==> src/his_pkg.sv <==
package his_pkg;

    // default histogram geometry
    // the top level passes these down as module parameters

    // time bins per pixel histogram
    // kept a power of two so the bin field packs cleanly into the address
    localparam int NB_DEF = 8;

    // pixels that share one histogram bank
    localparam int PIXEL_NUM_DEF = 4;

    // photon events per pixel in one acquisition
    localparam int DATA_NUM_DEF = 2;

    // acquisitions that make up one series
    localparam int ACQ_NUM_DEF = 3;

    // derived widths

    // bin index inside one pixel histogram
    localparam int BIN_W = $clog2(NB_DEF);

    // pixel index, at least one bit
    localparam int PIX_W = (PIXEL_NUM_DEF > 1) ? $clog2(PIXEL_NUM_DEF) : 1;

    // bank address is {pixel, bin}
    localparam int ADDR_W = BIN_W + PIX_W;

    // worst case for one bin is every event of a pixel over the whole series
    // landing in that bin
    // clog2 plus one bit always holds that value, even at a power of two
    localparam int COUNT_W = $clog2(DATA_NUM_DEF * ACQ_NUM_DEF) + 1;

endpackage

==> src/his_sequencer.sv <==
`timescale 1ns/1ps

module his_sequencer #(
    parameter int PIXEL_NUM = his_pkg::PIXEL_NUM_DEF,
    parameter int DATA_NUM  = his_pkg::DATA_NUM_DEF,
    parameter int ACQ_NUM   = his_pkg::ACQ_NUM_DEF
) (
    input  logic                      clk,
    input  logic                      combin_res,
    input  logic                      wr_en,
    input  logic [his_pkg::BIN_W-1:0]  bin,
    output logic                      addr_valid,
    output logic [his_pkg::ADDR_W-1:0] addr,
    output logic                      series_done
);

    import his_pkg::*;

    // counter widths, never below one bit
    localparam int EVT_W = $clog2(DATA_NUM + 1);
    localparam int ACQ_W = $clog2(ACQ_NUM + 1);

    // events seen for the current pixel
    logic [EVT_W-1:0] evt_cnt;
    // pixel currently being filled
    logic [PIX_W-1:0] pix_cnt;
    // acquisition inside the series
    logic [ACQ_W-1:0] acq_cnt;

    logic last_evt;
    logic last_pix;
    logic last_acq;

    // wrap points of the three nested counters
    assign last_evt = (evt_cnt == EVT_W'(DATA_NUM - 1));
    assign last_pix = (pix_cnt == PIX_W'(PIXEL_NUM - 1));
    assign last_acq = (acq_cnt == ACQ_W'(ACQ_NUM - 1));

    // nested counting, events inside pixels inside acquisitions
    always_ff @(posedge clk or negedge combin_res) begin
        if (!combin_res) begin
            evt_cnt     <= '0;
            pix_cnt     <= '0;
            acq_cnt     <= '0;
            addr_valid  <= 1'b0;
            series_done <= 1'b0;
        end else begin
            // one address per photon strobe
            addr_valid  <= wr_en;
            // final event of the final acquisition closes the series
            series_done <= wr_en & last_evt & last_pix & last_acq;
            if (wr_en) begin
                if (!last_evt) begin
                    evt_cnt <= evt_cnt + EVT_W'(1);
                end else begin
                    evt_cnt <= '0;
                    if (!last_pix) begin
                        pix_cnt <= pix_cnt + PIX_W'(1);
                    end else begin
                        pix_cnt <= '0;
                        // all pixels done, step the acquisition
                        if (!last_acq) begin
                            acq_cnt <= acq_cnt + ACQ_W'(1);
                        end else begin
                            acq_cnt <= '0;
                        end
                    end
                end
            end
        end
    end

    // address payload
    // pixel in the upper bits, bin in the lower bits
    always_ff @(posedge clk) begin
        if (wr_en) begin
            addr <= {pix_cnt, bin};
        end
    end

endmodule

==> src/his_bank_accumulator.sv <==
`timescale 1ns/1ps

module his_bank_accumulator #(
    parameter int NB        = his_pkg::NB_DEF,
    parameter int PIXEL_NUM = his_pkg::PIXEL_NUM_DEF
) (
    input  logic                       clk,
    input  logic                       combin_res,
    input  logic                       addr_valid,
    input  logic [his_pkg::ADDR_W-1:0]  addr,
    input  logic                       series_done,
    input  logic                       rd_en,
    input  logic [his_pkg::ADDR_W-1:0]  rd_addr,
    output logic [his_pkg::COUNT_W-1:0] bin_count,
    output logic                       count_valid,
    output logic                       his_num,
    output logic [his_pkg::COUNT_W-1:0] rd_data
);

    import his_pkg::*;

    // bins held by one bank
    localparam int DEPTH = NB * PIXEL_NUM;

    // two banks of bin counts
    // a count is only meaningful while its valid bit is set
    logic [COUNT_W-1:0] mem [2][DEPTH];

    // per-bin valid bits
    // clearing a bin is just dropping its bit
    logic [DEPTH-1:0] vld [2];

    // bank under readout is always the one not being written
    logic rd_bank;

    // read-modify-write path for the incoming event
    logic [COUNT_W-1:0] cur_count;
    logic               cur_vld;
    logic [COUNT_W-1:0] new_count;

    assign rd_bank = ~his_num;

    assign cur_count = mem[his_num][addr];
    assign cur_vld   = vld[his_num][addr];

    // first hit of a bin starts at one, stale data is ignored
    assign new_count = cur_vld ? (cur_count + COUNT_W'(1)) : COUNT_W'(1);

    // control state
    // bank select, valid bits and the count strobe
    always_ff @(posedge clk or negedge combin_res) begin
        if (!combin_res) begin
            his_num     <= 1'b0;
            count_valid <= 1'b0;
            vld[0]      <= '0;
            vld[1]      <= '0;
        end else begin
            count_valid <= addr_valid;
            // the closing event still lands in the old bank
            if (addr_valid && series_done) begin
                his_num <= ~his_num;
            end
            // mark bin as live in the write bank
            if (addr_valid) begin
                vld[his_num][addr] <= 1'b1;
            end
            // clear on read in the finished bank
            if (rd_en) begin
                vld[rd_bank][rd_addr] <= 1'b0;
            end
        end
    end

    // bank storage, write side
    // whole update in one cycle so back to back hits on one bin chain correctly
    always_ff @(posedge clk) begin
        if (addr_valid) begin
            mem[his_num][addr] <= new_count;
        end
    end

    // new count reported one cycle after the address
    always_ff @(posedge clk) begin
        if (addr_valid) begin
            bin_count <= new_count;
        end
    end

    // read side
    // bins never written in this series read as zero
    always_ff @(posedge clk) begin
        if (rd_en) begin
            if (vld[rd_bank][rd_addr]) begin
                rd_data <= mem[rd_bank][rd_addr];
            end else begin
                rd_data <= '0;
            end
        end
    end

endmodule

==> src/his_peak_readout.sv <==
`timescale 1ns/1ps

module his_peak_readout #(
    parameter int NB        = his_pkg::NB_DEF,
    parameter int PIXEL_NUM = his_pkg::PIXEL_NUM_DEF
) (
    input  logic                       clk,
    input  logic                       combin_res,
    input  logic                       his_num,
    input  logic [his_pkg::COUNT_W-1:0] rd_data,
    output logic                       rd_en,
    output logic [his_pkg::ADDR_W-1:0]  rd_addr,
    output logic                       peak_valid,
    output logic [his_pkg::PIX_W-1:0]   peak_pixel,
    output logic [his_pkg::BIN_W-1:0]   peak_bin,
    output logic [his_pkg::COUNT_W-1:0] peak_count,
    output logic                       readout_busy,
    output logic                       readout_overrun
);

    import his_pkg::*;

    // final address of a full sweep
    localparam logic [ADDR_W-1:0] LAST_ADDR = ADDR_W'(NB * PIXEL_NUM - 1);

    // bank swap detect
    logic his_num_d;
    logic his_edge;

    // read issue state
    logic rd_act;

    // read data pipeline, rd_data matches vld_addr
    logic              rd_vld;
    logic [ADDR_W-1:0] vld_addr;
    logic              first_bin;
    logic              last_bin;

    // running maximum for the pixel under readout
    logic [COUNT_W-1:0] max_count;
    logic [BIN_W-1:0]   max_bin;
    logic [COUNT_W-1:0] run_count;
    logic [BIN_W-1:0]   run_bin;

    assign his_edge = his_num ^ his_num_d;

    // no read on the swap cycle
    // the old sweep address would hit the freshly finished bank
    assign rd_en = rd_act & ~his_edge;

    assign first_bin = (vld_addr[BIN_W-1:0] == '0);
    assign last_bin  = (vld_addr[BIN_W-1:0] == BIN_W'(NB - 1));

    // strict compare so the lowest bin keeps a tie
    always_comb begin
        if (first_bin || (rd_data > max_count)) begin
            run_count = rd_data;
            run_bin   = vld_addr[BIN_W-1:0];
        end else begin
            run_count = max_count;
            run_bin   = max_bin;
        end
    end

    // sweep control
    always_ff @(posedge clk or negedge combin_res) begin
        if (!combin_res) begin
            his_num_d       <= 1'b0;
            rd_act          <= 1'b0;
            rd_addr         <= '0;
            rd_vld          <= 1'b0;
            peak_valid      <= 1'b0;
            readout_busy    <= 1'b0;
            readout_overrun <= 1'b0;
        end else begin
            his_num_d  <= his_num;
            rd_vld     <= rd_en;
            // one result per pixel, dropped if a restart cuts in
            peak_valid <= rd_vld & last_bin & ~his_edge;
            if (his_edge) begin
                // new bank finished, start or restart the sweep
                rd_act       <= 1'b1;
                rd_addr      <= '0;
                readout_busy <= 1'b1;
                // swap arrived before the previous sweep was done
                if (readout_busy) begin
                    readout_overrun <= 1'b1;
                end
            end else begin
                if (rd_act) begin
                    if (rd_addr == LAST_ADDR) begin
                        rd_act <= 1'b0;
                    end else begin
                        rd_addr <= rd_addr + ADDR_W'(1);
                    end
                end
                // busy drops with the last pixel result
                if (rd_vld && (vld_addr == LAST_ADDR)) begin
                    readout_busy <= 1'b0;
                end
            end
        end
    end

    // address follows the read by one cycle
    always_ff @(posedge clk) begin
        vld_addr <= rd_addr;
    end

    // max tracker and result payload
    always_ff @(posedge clk) begin
        if (rd_vld) begin
            max_count <= run_count;
            max_bin   <= run_bin;
        end
        if (rd_vld && last_bin) begin
            peak_count <= run_count;
            peak_bin   <= run_bin;
            peak_pixel <= vld_addr[ADDR_W-1:BIN_W];
        end
    end

endmodule

==> src/his_builder_top.sv <==
`timescale 1ns/1ps

module his_builder_top #(
    parameter int NB        = his_pkg::NB_DEF,
    parameter int PIXEL_NUM = his_pkg::PIXEL_NUM_DEF,
    parameter int DATA_NUM  = his_pkg::DATA_NUM_DEF,
    parameter int ACQ_NUM   = his_pkg::ACQ_NUM_DEF
) (
    input  logic                       clk,
    input  logic                       combin_res,
    input  logic                       wr_en,
    input  logic [his_pkg::BIN_W-1:0]   bin,
    output logic [his_pkg::COUNT_W-1:0] bin_count,
    output logic                       count_valid,
    output logic                       his_num,
    output logic                       peak_valid,
    output logic [his_pkg::PIX_W-1:0]   peak_pixel,
    output logic [his_pkg::BIN_W-1:0]   peak_bin,
    output logic [his_pkg::COUNT_W-1:0] peak_count,
    output logic                       readout_busy,
    output logic                       readout_overrun
);

    import his_pkg::*;

    // sequencer to accumulator
    logic              addr_valid;
    logic [ADDR_W-1:0] addr;
    logic              series_done;

    // readout port of the finished bank
    logic               rd_en;
    logic [ADDR_W-1:0]  rd_addr;
    logic [COUNT_W-1:0] rd_data;

    // decode, event to bank address
    his_sequencer #(
        .PIXEL_NUM (PIXEL_NUM),
        .DATA_NUM  (DATA_NUM),
        .ACQ_NUM   (ACQ_NUM)
    ) u_seq (
        .clk         (clk),
        .combin_res  (combin_res),
        .wr_en       (wr_en),
        .bin         (bin),
        .addr_valid  (addr_valid),
        .addr        (addr),
        .series_done (series_done)
    );

    // two histogram banks
    his_bank_accumulator #(
        .NB        (NB),
        .PIXEL_NUM (PIXEL_NUM)
    ) u_acc (
        .clk         (clk),
        .combin_res  (combin_res),
        .addr_valid  (addr_valid),
        .addr        (addr),
        .series_done (series_done),
        .rd_en       (rd_en),
        .rd_addr     (rd_addr),
        .bin_count   (bin_count),
        .count_valid (count_valid),
        .his_num     (his_num),
        .rd_data     (rd_data)
    );

    // sweep of the finished bank
    his_peak_readout #(
        .NB        (NB),
        .PIXEL_NUM (PIXEL_NUM)
    ) u_rdo (
        .clk             (clk),
        .combin_res      (combin_res),
        .his_num         (his_num),
        .rd_data         (rd_data),
        .rd_en           (rd_en),
        .rd_addr         (rd_addr),
        .peak_valid      (peak_valid),
        .peak_pixel      (peak_pixel),
        .peak_bin        (peak_bin),
        .peak_count      (peak_count),
        .readout_busy    (readout_busy),
        .readout_overrun (readout_overrun)
    );

endmodule

==> config.mk <==
export PLATFORM = sky130hd
export DESIGN_NAME = his_builder_top
export DESIGN_NICKNAME = d
export VERILOG_FILES = /design/src/his_pkg.sv /design/src/his_sequencer.sv /design/src/his_bank_accumulator.sv /design/src/his_peak_readout.sv /design/src/his_builder_top.sv
export SDC_FILE = /design/constraint.sdc
export NUM_CORES = 1
export LEC_CHECK = 0
export CORE_MARGIN = 2
export CORE_UTILIZATION = 45
export CTS_CLUSTER_DIAMETER = 100
export DETAILED_ROUTE_END_ITERATION = 8
export DONT_BUFFER_PORTS = 1
export HOLD_SLACK_MARGIN = 0.15
export PLACE_DENSITY_LB_ADDON = 0.05
export SLEW_MARGIN = 25
export SYNTH_ARGS = -nofsm -noshare
export SYNTH_HDL_FRONTEND = slang
export SYNTH_SLANG_ARGS = --single-unit
==> constraint.sdc <==
create_clock -name clk -period 5.1 [get_ports clk]
set_input_delay 0.51 -clock clk [delete_from_list [all_inputs] [get_ports clk]]
set_output_delay 0.51 -clock clk [all_outputs]
set_load 0.05 [all_outputs]
==> impl_metrics.py, run 1 <==
metrics = {
    "routing": {
        "avgRoutedWirePerCell_um": 30.2,
        "vias_per_cell": 6.27,
        "vias": 10600,
        "wl_met2_mm": 25.1,
        "drt_iter0_drc": 1099,
        "wl_mm": 51.2,
        "drc": 0,
        "met3_length_mm": 3.03,
        "drt.antenna.violating_nets": 0,
        "routed.top_layer": "met4",
        "wl_met1_mm": 21.8,
        "drtPass1Iterations": 5,
    },
    "placement": {
        "gp_congestion": 0.883,
        "dpl_cell_area_um2": 18500,
        "io_buffers": 0,
        "hpwl_mm": 34.8,
    },
    "timing": {
        "fin_skew_ps": 13.0,
        "worst_slew_pin_slew_ps": 1120,
        "finalSetupViolCount": 0,
        "max_freq_mhz": 257,
        "fin_crit_ps": 3890,
        "finalSetupTns_ps": 0,
        "slew_headroom_pct": 25.1,
        "rsz0062_at_grt": "false",
        "finalMaxSlewViolations": 0,
        "finalHoldViolCount": 0,
        "finalCritPeriodShare_pct": 76.3,
    },
    "run": {
        "maxCapViolations": 0,
    },
    "yosys": {
        "yosys.area.top_type_share_pct": 47.9,
        "synth_common_cells": "edfxtp_1, mux4_2, o21ai_0",
        "seq_area_frac_synth_pct": 60.3,
        "syn_area_um2": 17900,
        "synthDistinctLibCells": 57,
        "async_flop_share_pct": 22.7,
        "synthCells": 1136,
        "yosysWarnings": 0,
        "post-synth-top-count-cell": "edfxtp_1",
        "ys.flop_type": "edfxtp_1",
        "synth_top_area_cell": "edfxtp_1",
        "ys_seq_elements": 375,
        "syn-num-nets": 1153,
        "synth_edf_count": 285,
        "synthTopCellsByArea": "edfxtp_1, mux4_2, dfrtp_1",
        "synth.avg_cell_area_um2": 15.7,
    },
    "pwr": {
        "pwr-share-clk_pct": 25.8,
        "power_density_nw_per_um2": 595,
        "ir_worst_vdd_mv": 0.307,
        "p_sw_w": 0.00410,
        "switching_share_pct": 34.6,
        "leakage_nw": 6.82,
        "pwr-share-comb_pct": 34.5,
        "seq_power_share_pct": 39.7,
        "internal-power_w": 0.00777,
    },
    "cells_and_area": {
        "final_nets": 1155,
        "final_area_um2": 20000,
        "utilization_pct": 50.6,
        "diodes": 0,
        "fillers": 3308,
        "multi_input_area_um2": 6630,
        "syn_to_final_growth_pct": 11.7,
        "drive_above_1_share_pct": 22.5,
        "regArea_um2": 10800,
    },
    "die": {
        "die_h_um": 203,
        "die_w_um": 203,
        "rows": 73,
        "io_pins": 24,
        "die_area_um2": 41300,
        "initial_utilization_pct": 45.3,
        "floorplan.core_area_um2": 39500,
    },
    "clock_network": {
        "clk_pin_slew_ps": 60,
        "clk_latency_ps": 560,
        "clockBufferDepth": 3,
        "cts-root-buf": "clkbuf_16",
        "cts_tree": "built",
        "h-tree-depth": 2,
        "cts_resized": 0,
        "cts.sinks": 375,
        "ctsHoldBuffers": 6,
        "cts_buffers": 42,
        "postCtsSetupRepairBufs": 0,
    },
    "global_routing": {
        "grt_max_degree": 86,
        "grtUsageTotal_pct": 25.6,
        "antenna_found_initial": 0,
        "overflow": 0,
        "grt_pass1_vias": 10900,
        "grt_pass1_wl_mm": 75.9,
    },
    "worst_setup_path": {
        "required_ps": 5490,
        "crit-reg2reg-launch": "u_acc.his_num",
        "end_kind": "register",
        "critPathKind": "reg2reg",
        "cp-start-kind": "register",
        "reg2regPathDepth": 9,
        "critPathArrivalTime_ps": 4280,
        "rrSetupSlack_ps": 1210,
        "endpoint": "u_acc.mem[0][41]",
        "worstSetupStartpoint": "u_acc.his_num",
        "timing.rr.end": "u_acc.mem[0][41]",
        "path_max_fanout": 44,
    },
    "hold_path": {
        "hold_class": "in2reg",
    },
    "status": {
        "run_status": "finished clean",
    },
}
cell type report:
class / instances / area share, %
well taps: 525 / 3.29
multi-input cells: 665 / 33.2
flip-flops and latches: 375 / 54.1
repair buffers: 42 / 2.24
inverters: 12 / 0.226
clock buffers: 52 / 5.77
clock inverters: 25 / 1.20
cells in the final DEF (no fill, tap or decap), types with 3 or more instances in the layout:
cell type / instances
edfxtp_1: 285
mux4_2: 145
o21ai_0: 137
nor2_1: 113
dfrtp_1: 83
mux2i_1: 55
clkbuf_16: 45
nand2_1: 41
buf_4: 28
nand3_1: 20
o22ai_1: 20
mux4_1: 13
clkinv_2: 12
inv_1: 11
ha_1: 11
nand4_1: 10
nor2b_1: 8
a22o_1: 8
clkinv_1: 8
buf_12: 8
nor3_1: 7
a21oi_1: 7
clkbuf_1: 7
nand3b_1: 6
a22oi_1: 5
a211oi_1: 5
mux2_2: 5
bufinv_16: 5
dlygate4sd3_1: 5
dfxtp_1: 5
xor2_1: 4
and3_1: 3
nand2b_1: 3
or2_2: 3
a21o_1: 3
routing by layer:
metal / up-vias / global-route usage (%)
met5: - / 0
met3: 88 / 4.41
li1: 4559 / -
met4: 0 / 7.85
met1: 5607 / 35.6
met2: 378 / 41.6
through the flow:
stage	power (W)	hold slack, ps	setup slack (ps)	instances
6_report	0.0119	205	1210	1696
5_1_grt	0.0124	213	983	1696
4_1_cts	0.0120	182	1230	1696
3_5_place_dp	0.00886	217	1230	1613
3_3_place_gp	0.00883	216	1260	1613
2_1_floorplan	0.00746	214	419	1136
how the worst min path moves through the flow:
stage	startpoint	to	cells after the start
floorplan	combin_res	u_acc.count_valid	0
global placement	combin_res	u_acc.count_valid	0
detailed placement	combin_res	u_acc.count_valid	0
CTS	wr_en	u_seq.series_done	2
global route	wr_en	u_seq.series_done	2
finish	wr_en	u_seq.series_done	2
worst max-delay path, cell delays in order, from the launching register on:
cell and delay, ps:
dfrtp_4 810, buf_12 330, mux4_2 550, a22o_1 240, a221o_1 350, a2bb2oi_1 200
inv_1 80, ha_1 270, nor2b_4 540, buf_12 270
power by group through the flow:
stage / Sequential [W] / Clock (W) / Combinational, W
after CTS: 0.00472 / 0.00313 / 0.00411
after global placement: 0.00478 / 0 / 0.00405
final: 0.00472 / 0.00306 / 0.00409
after floorplan: 0.00452 / 0 / 0.00294
after detailed placement: 0.00478 / 0 / 0.00408
after global routing: 0.00478 / 0.00324 / 0.00440
registers in the layout (all words and copies together) (netlist names), 2 cells and up:
name              flops
u_rdo.max_count       4
u_acc.vld            64
u_acc.rd_data         4
u_rdo.vld_addr        5
u_rdo.peak_count      4
u_seq.evt_cnt         2
u_seq.acq_cnt         2
u_rdo.peak_pixel      2
u_rdo.peak_bin        3
u_rdo.max_bin         3
u_seq.pix_cnt         2
u_acc.mem           256
u_acc.bin_count       4
u_rdo.rd_addr         5
u_seq.addr            5
cell families after synthesis:
| group | count (synthesis) | synth area share (%) |
|---|---|---|
| DFF | 375 | 60.3 |
| and+or+nand+nor | 233 | 6.02 |
| muxes | 218 | 23.6 |
| AOI/OAI and AO/OA | 197 | 6.30 |
| buffers and inverters | 96 | 2.69 |
| adders and majority gates | 11 | 0.770 |
| xor gates and xnor gates | 6 | 0.294 |
Power figures use the tool's default switching activity.
==> run 2: changes to the inputs <==
--- a/config.mk
+++ b/config.mk
@@ -5,6 +5,7 @@
 export SDC_FILE = /design/constraint.sdc
 export NUM_CORES = 1
 export LEC_CHECK = 0
+export ABC_AREA = 1
 export CORE_MARGIN = 2
 export CORE_UTILIZATION = 45
 export CTS_CLUSTER_DIAMETER = 100
==> constraint.sdc (replaced) <==
create_clock -name clk -period 3.9 [get_ports clk]
set_input_delay 0.39 -clock clk [delete_from_list [all_inputs] [get_ports clk]]
set_output_delay 0.39 -clock clk [all_outputs]
set_load 0.05 [all_outputs]
==> run 2 against run 1 <==
Effect of this change:
- critical path depth up 5
- power up 42%
- core utilization up 0.75 points
- sequential cell count unchanged
- die area up 9.4%
- routed wire length up 19%
- worst hold slack better by 170 ps
==> impl_metrics.py, run 2 <==
metrics = {
    "status": {
        "run_status": "finished clean",
    },
    "die": {
        "die_w_um": 213,
        "rows": 76,
        "floorplan.core_area_um2": 43000,
        "io_pins": 24,
        "die_area_um2": 45200,
        "initial_utilization_pct": 45.6,
        "die_h_um": 213,
    },
    "yosys": {
        "ys_seq_elements": 375,
        "synth_edf_count": 285,
        "synth.avg_cell_area_um2": 8.74,
        "syn_area_um2": 19600,
        "syn-num-nets": 2258,
        "synth_common_cells": "nand2_1, edfxtp_1, inv_1",
        "yosysWarnings": 0,
        "synth_top_area_cell": "edfxtp_1",
        "yosys.area.top_type_share_pct": 43.7,
        "synthTopCellsByArea": "edfxtp_1, dfrtp_1, nand2_1",
        "synthDistinctLibCells": 36,
        "seq_area_frac_synth_pct": 55.1,
        "post-synth-top-count-cell": "nand2_1",
        "async_flop_share_pct": 22.7,
        "ys.flop_type": "edfxtp_1",
        "synthCells": 2241,
    },
    "worst_setup_path": {
        "required_ps": 4190,
        "crit-reg2reg-launch": "u_acc.his_num",
        "crit_path_frequent_cell": "nand2_1",
        "cp-start-kind": "register",
        "path_max_fanout": 66,
        "critPathArrivalTime_ps": 3660,
        "critical_path.max_stage_delay_ps": 650,
        "cp_slowest_cell": "o21ai_0",
        "end_kind": "register",
        "crit_chain": "inv_8 -> buf_12 -> nand2_1 -> nand3_1 -> nand2_1 -> o21ai_0 -> nand2_1 -> nor2_1 -> nand2_1 -> nand3_1 -> nand2_1 -> nand2_1 -> nor2_4 -> buf_4",
        "worstSetupStartpoint": "u_acc.his_num",
        "critPathKind": "reg2reg",
    },
    "timing": {
        "finalHoldViolCount": 0,
        "max_freq_mhz": 297,
        "rsz0062_at_grt": "false",
        "fin_crit_ps": 3370,
        "finalMaxSlewViolations": 0,
        "worst_slew_pin_slew_ps": 1060,
        "slew_headroom_pct": 29.1,
        "finalSetupTns_ps": 0,
        "finalSetupViolCount": 0,
        "fin_skew_ps": 26.0,
        "finalCritPeriodShare_pct": 86.4,
    },
    "clock_network": {
        "clk_pin_slew_ps": 60,
        "clockBufferDepth": 3,
        "cts-root-buf": "clkbuf_16",
        "cts_tree": "built",
        "cts.sinks": 375,
        "postCtsSetupRepairBufs": 0,
        "clk_latency_ps": 580,
        "cts_buffers": 43,
        "h-tree-depth": 2,
    },
    "cells_and_area": {
        "fillers": 4029,
        "top_regs": "u_acc.mem x256, u_acc.vld x64",
        "drive_above_1_share_pct": 8.46,
        "diodes": 0,
        "layout_commonest_cell": "nand2_1",
        "instances_no_fill": 2843,
        "utilization_pct": 51.3,
        "largest_reg_flops": 256,
        "final_nets": 2245,
        "final_area_um2": 22100,
        "syn_to_final_growth_pct": 12.7,
        "most-common-layout-cells": "nand2_1, edfxtp_1, inv_1",
        "top_register": "u_acc.mem",
    },
    "placement": {
        "hpwl_mm": 39.1,
        "dpl_cell_area_um2": 20500,
        "post-place-cells": 2762,
        "gp_congestion": 0.896,
        "io_buffers": 0,
    },
    "routing": {
        "drc": 0,
        "drt.antenna.violating_nets": 0,
        "drtPass1Iterations": 5,
        "drt_iter0_drc": 1838,
        "vias_per_cell": 5.72,
        "vias": 16300,
        "avgRoutedWirePerCell_um": 21.4,
        "wl_mm": 60.9,
    },
    "hold_path": {
        "hold_class": "in2async",
    },
    "pwr": {
        "leakage_nw": 8.92,
        "fin_total_pwr_w": 0.0168,
        "power_density_nw_per_um2": 763,
        "ir_worst_vdd_mv": 0.522,
    },
    "global_routing": {
        "antenna_found_initial": 1,
        "grt_pass1_vias": 15300,
        "grtUsageTotal_pct": 27.1,
        "overflow": 0,
        "grt_pass1_wl_mm": 92.0,
        "grt_max_degree": 156,
    },
    "run": {
        "maxCapViolations": 0,
    },
}
==> run 2: cell types whose count changed in the layout (fill, tap and decap cells not counted), moves of 56 or more <==
| cell | change |
|---|---|
| nand2_1 | +329 |
| inv_1 | +263 |
| nand3_1 | +166 |
| mux4_2 | -145 |
| a21oi_1 | +144 |
| a31oi_1 | +128 |
| o21ai_0 | +98 |
| nor3_1 | +69 |
| o211ai_1 | +63 |
| buf_4 | +56 |
==> run 2: final timing paths <==
kind	cells after the start	endpoint	slack [ps]
hold reg to reg	0	u_rdo.peak_pixel[1]	450
hold / removal	2	u_acc.vld[15]	380
max in group asynchronous	2	u_rdo.rd_addr[0]	3090
setup reg to reg	14	u_acc.mem[1][35]	530
min in group clk	0	u_rdo.peak_pixel[1]	450
setup / recovery	14	u_acc.mem[1][35]	530
==> run 2: cell families after synthesis <==
family / after synthesis / share of synthesized area, %
AO/OA/AOI/OAI: 590 / 16.8
XOR/XNOR: 3 / 0.173
adder cells (fa/ha/maj): 11 / 0.703
buffers and inverters: 444 / 9.37
flip-flops: 375 / 55.1
multiplexers: 4 / 0.230
AND/OR/NAND/NOR: 814 / 17.6
==> run 2: cell type report <==
class                           instances  area [um^2]  share of cell area [%]
Multi-Input combinational cell       1422         7000                    31.7
Timing Repair Buffer                  105         1010                    4.57
Inverter                              281         1060                    4.81
Tap cell                              585          732                    3.32
Clock inverter                         22          313                    1.42
Sequential cell                       375        10800                    48.9
Clock buffer                           53         1150                    5.23
==> run 2: what timing repair did <==
action	4_1_cts	5_1_grt
endpoints found under the hold margin	98	0
hold buffers	6	0
gates resized for setup	0	0
==> run 2: per-layer routing <==
layer  global-route usage [%]  vias to the layer above  share of wire (%)
met1                     37.2                     7754                 44
met5                        0                        -              0.020
met2                     43.2                      651                 46
met4                     10.6                        2                3.3
met3                     4.22                      130                7.2
li1                         -                     7731                  -
==> run 2: critical path: cells and delay by family, from the launching register on <==
| family | cells | cell delay [ps] |
|---|---|---|
| AND/OR/NAND/NOR | 10 | 960 |
| buffers and inverters | 3 | 860 |
| AO/OA/AOI/OAI | 1 | 650 |
| flip-flops | 1 | 560 |
==> run 2: where the power goes <==
part	total (W)	switching, W	internal, W
Sequential	0.00594	0.000479	0.00546
Combinational	0.00662	0.00470	0.00192
Clock	0.00427	0.00164	0.00262
Total	0.0168	0.00683	0.0100
==> run 2: metrics by stage <==
stage,setup WS (ps),hold slack (ps)
floorplan,447,94.4
global placement,485,97.4
detailed placement,484,97.0
CTS,481,401
global route,302,440
finish,531,378
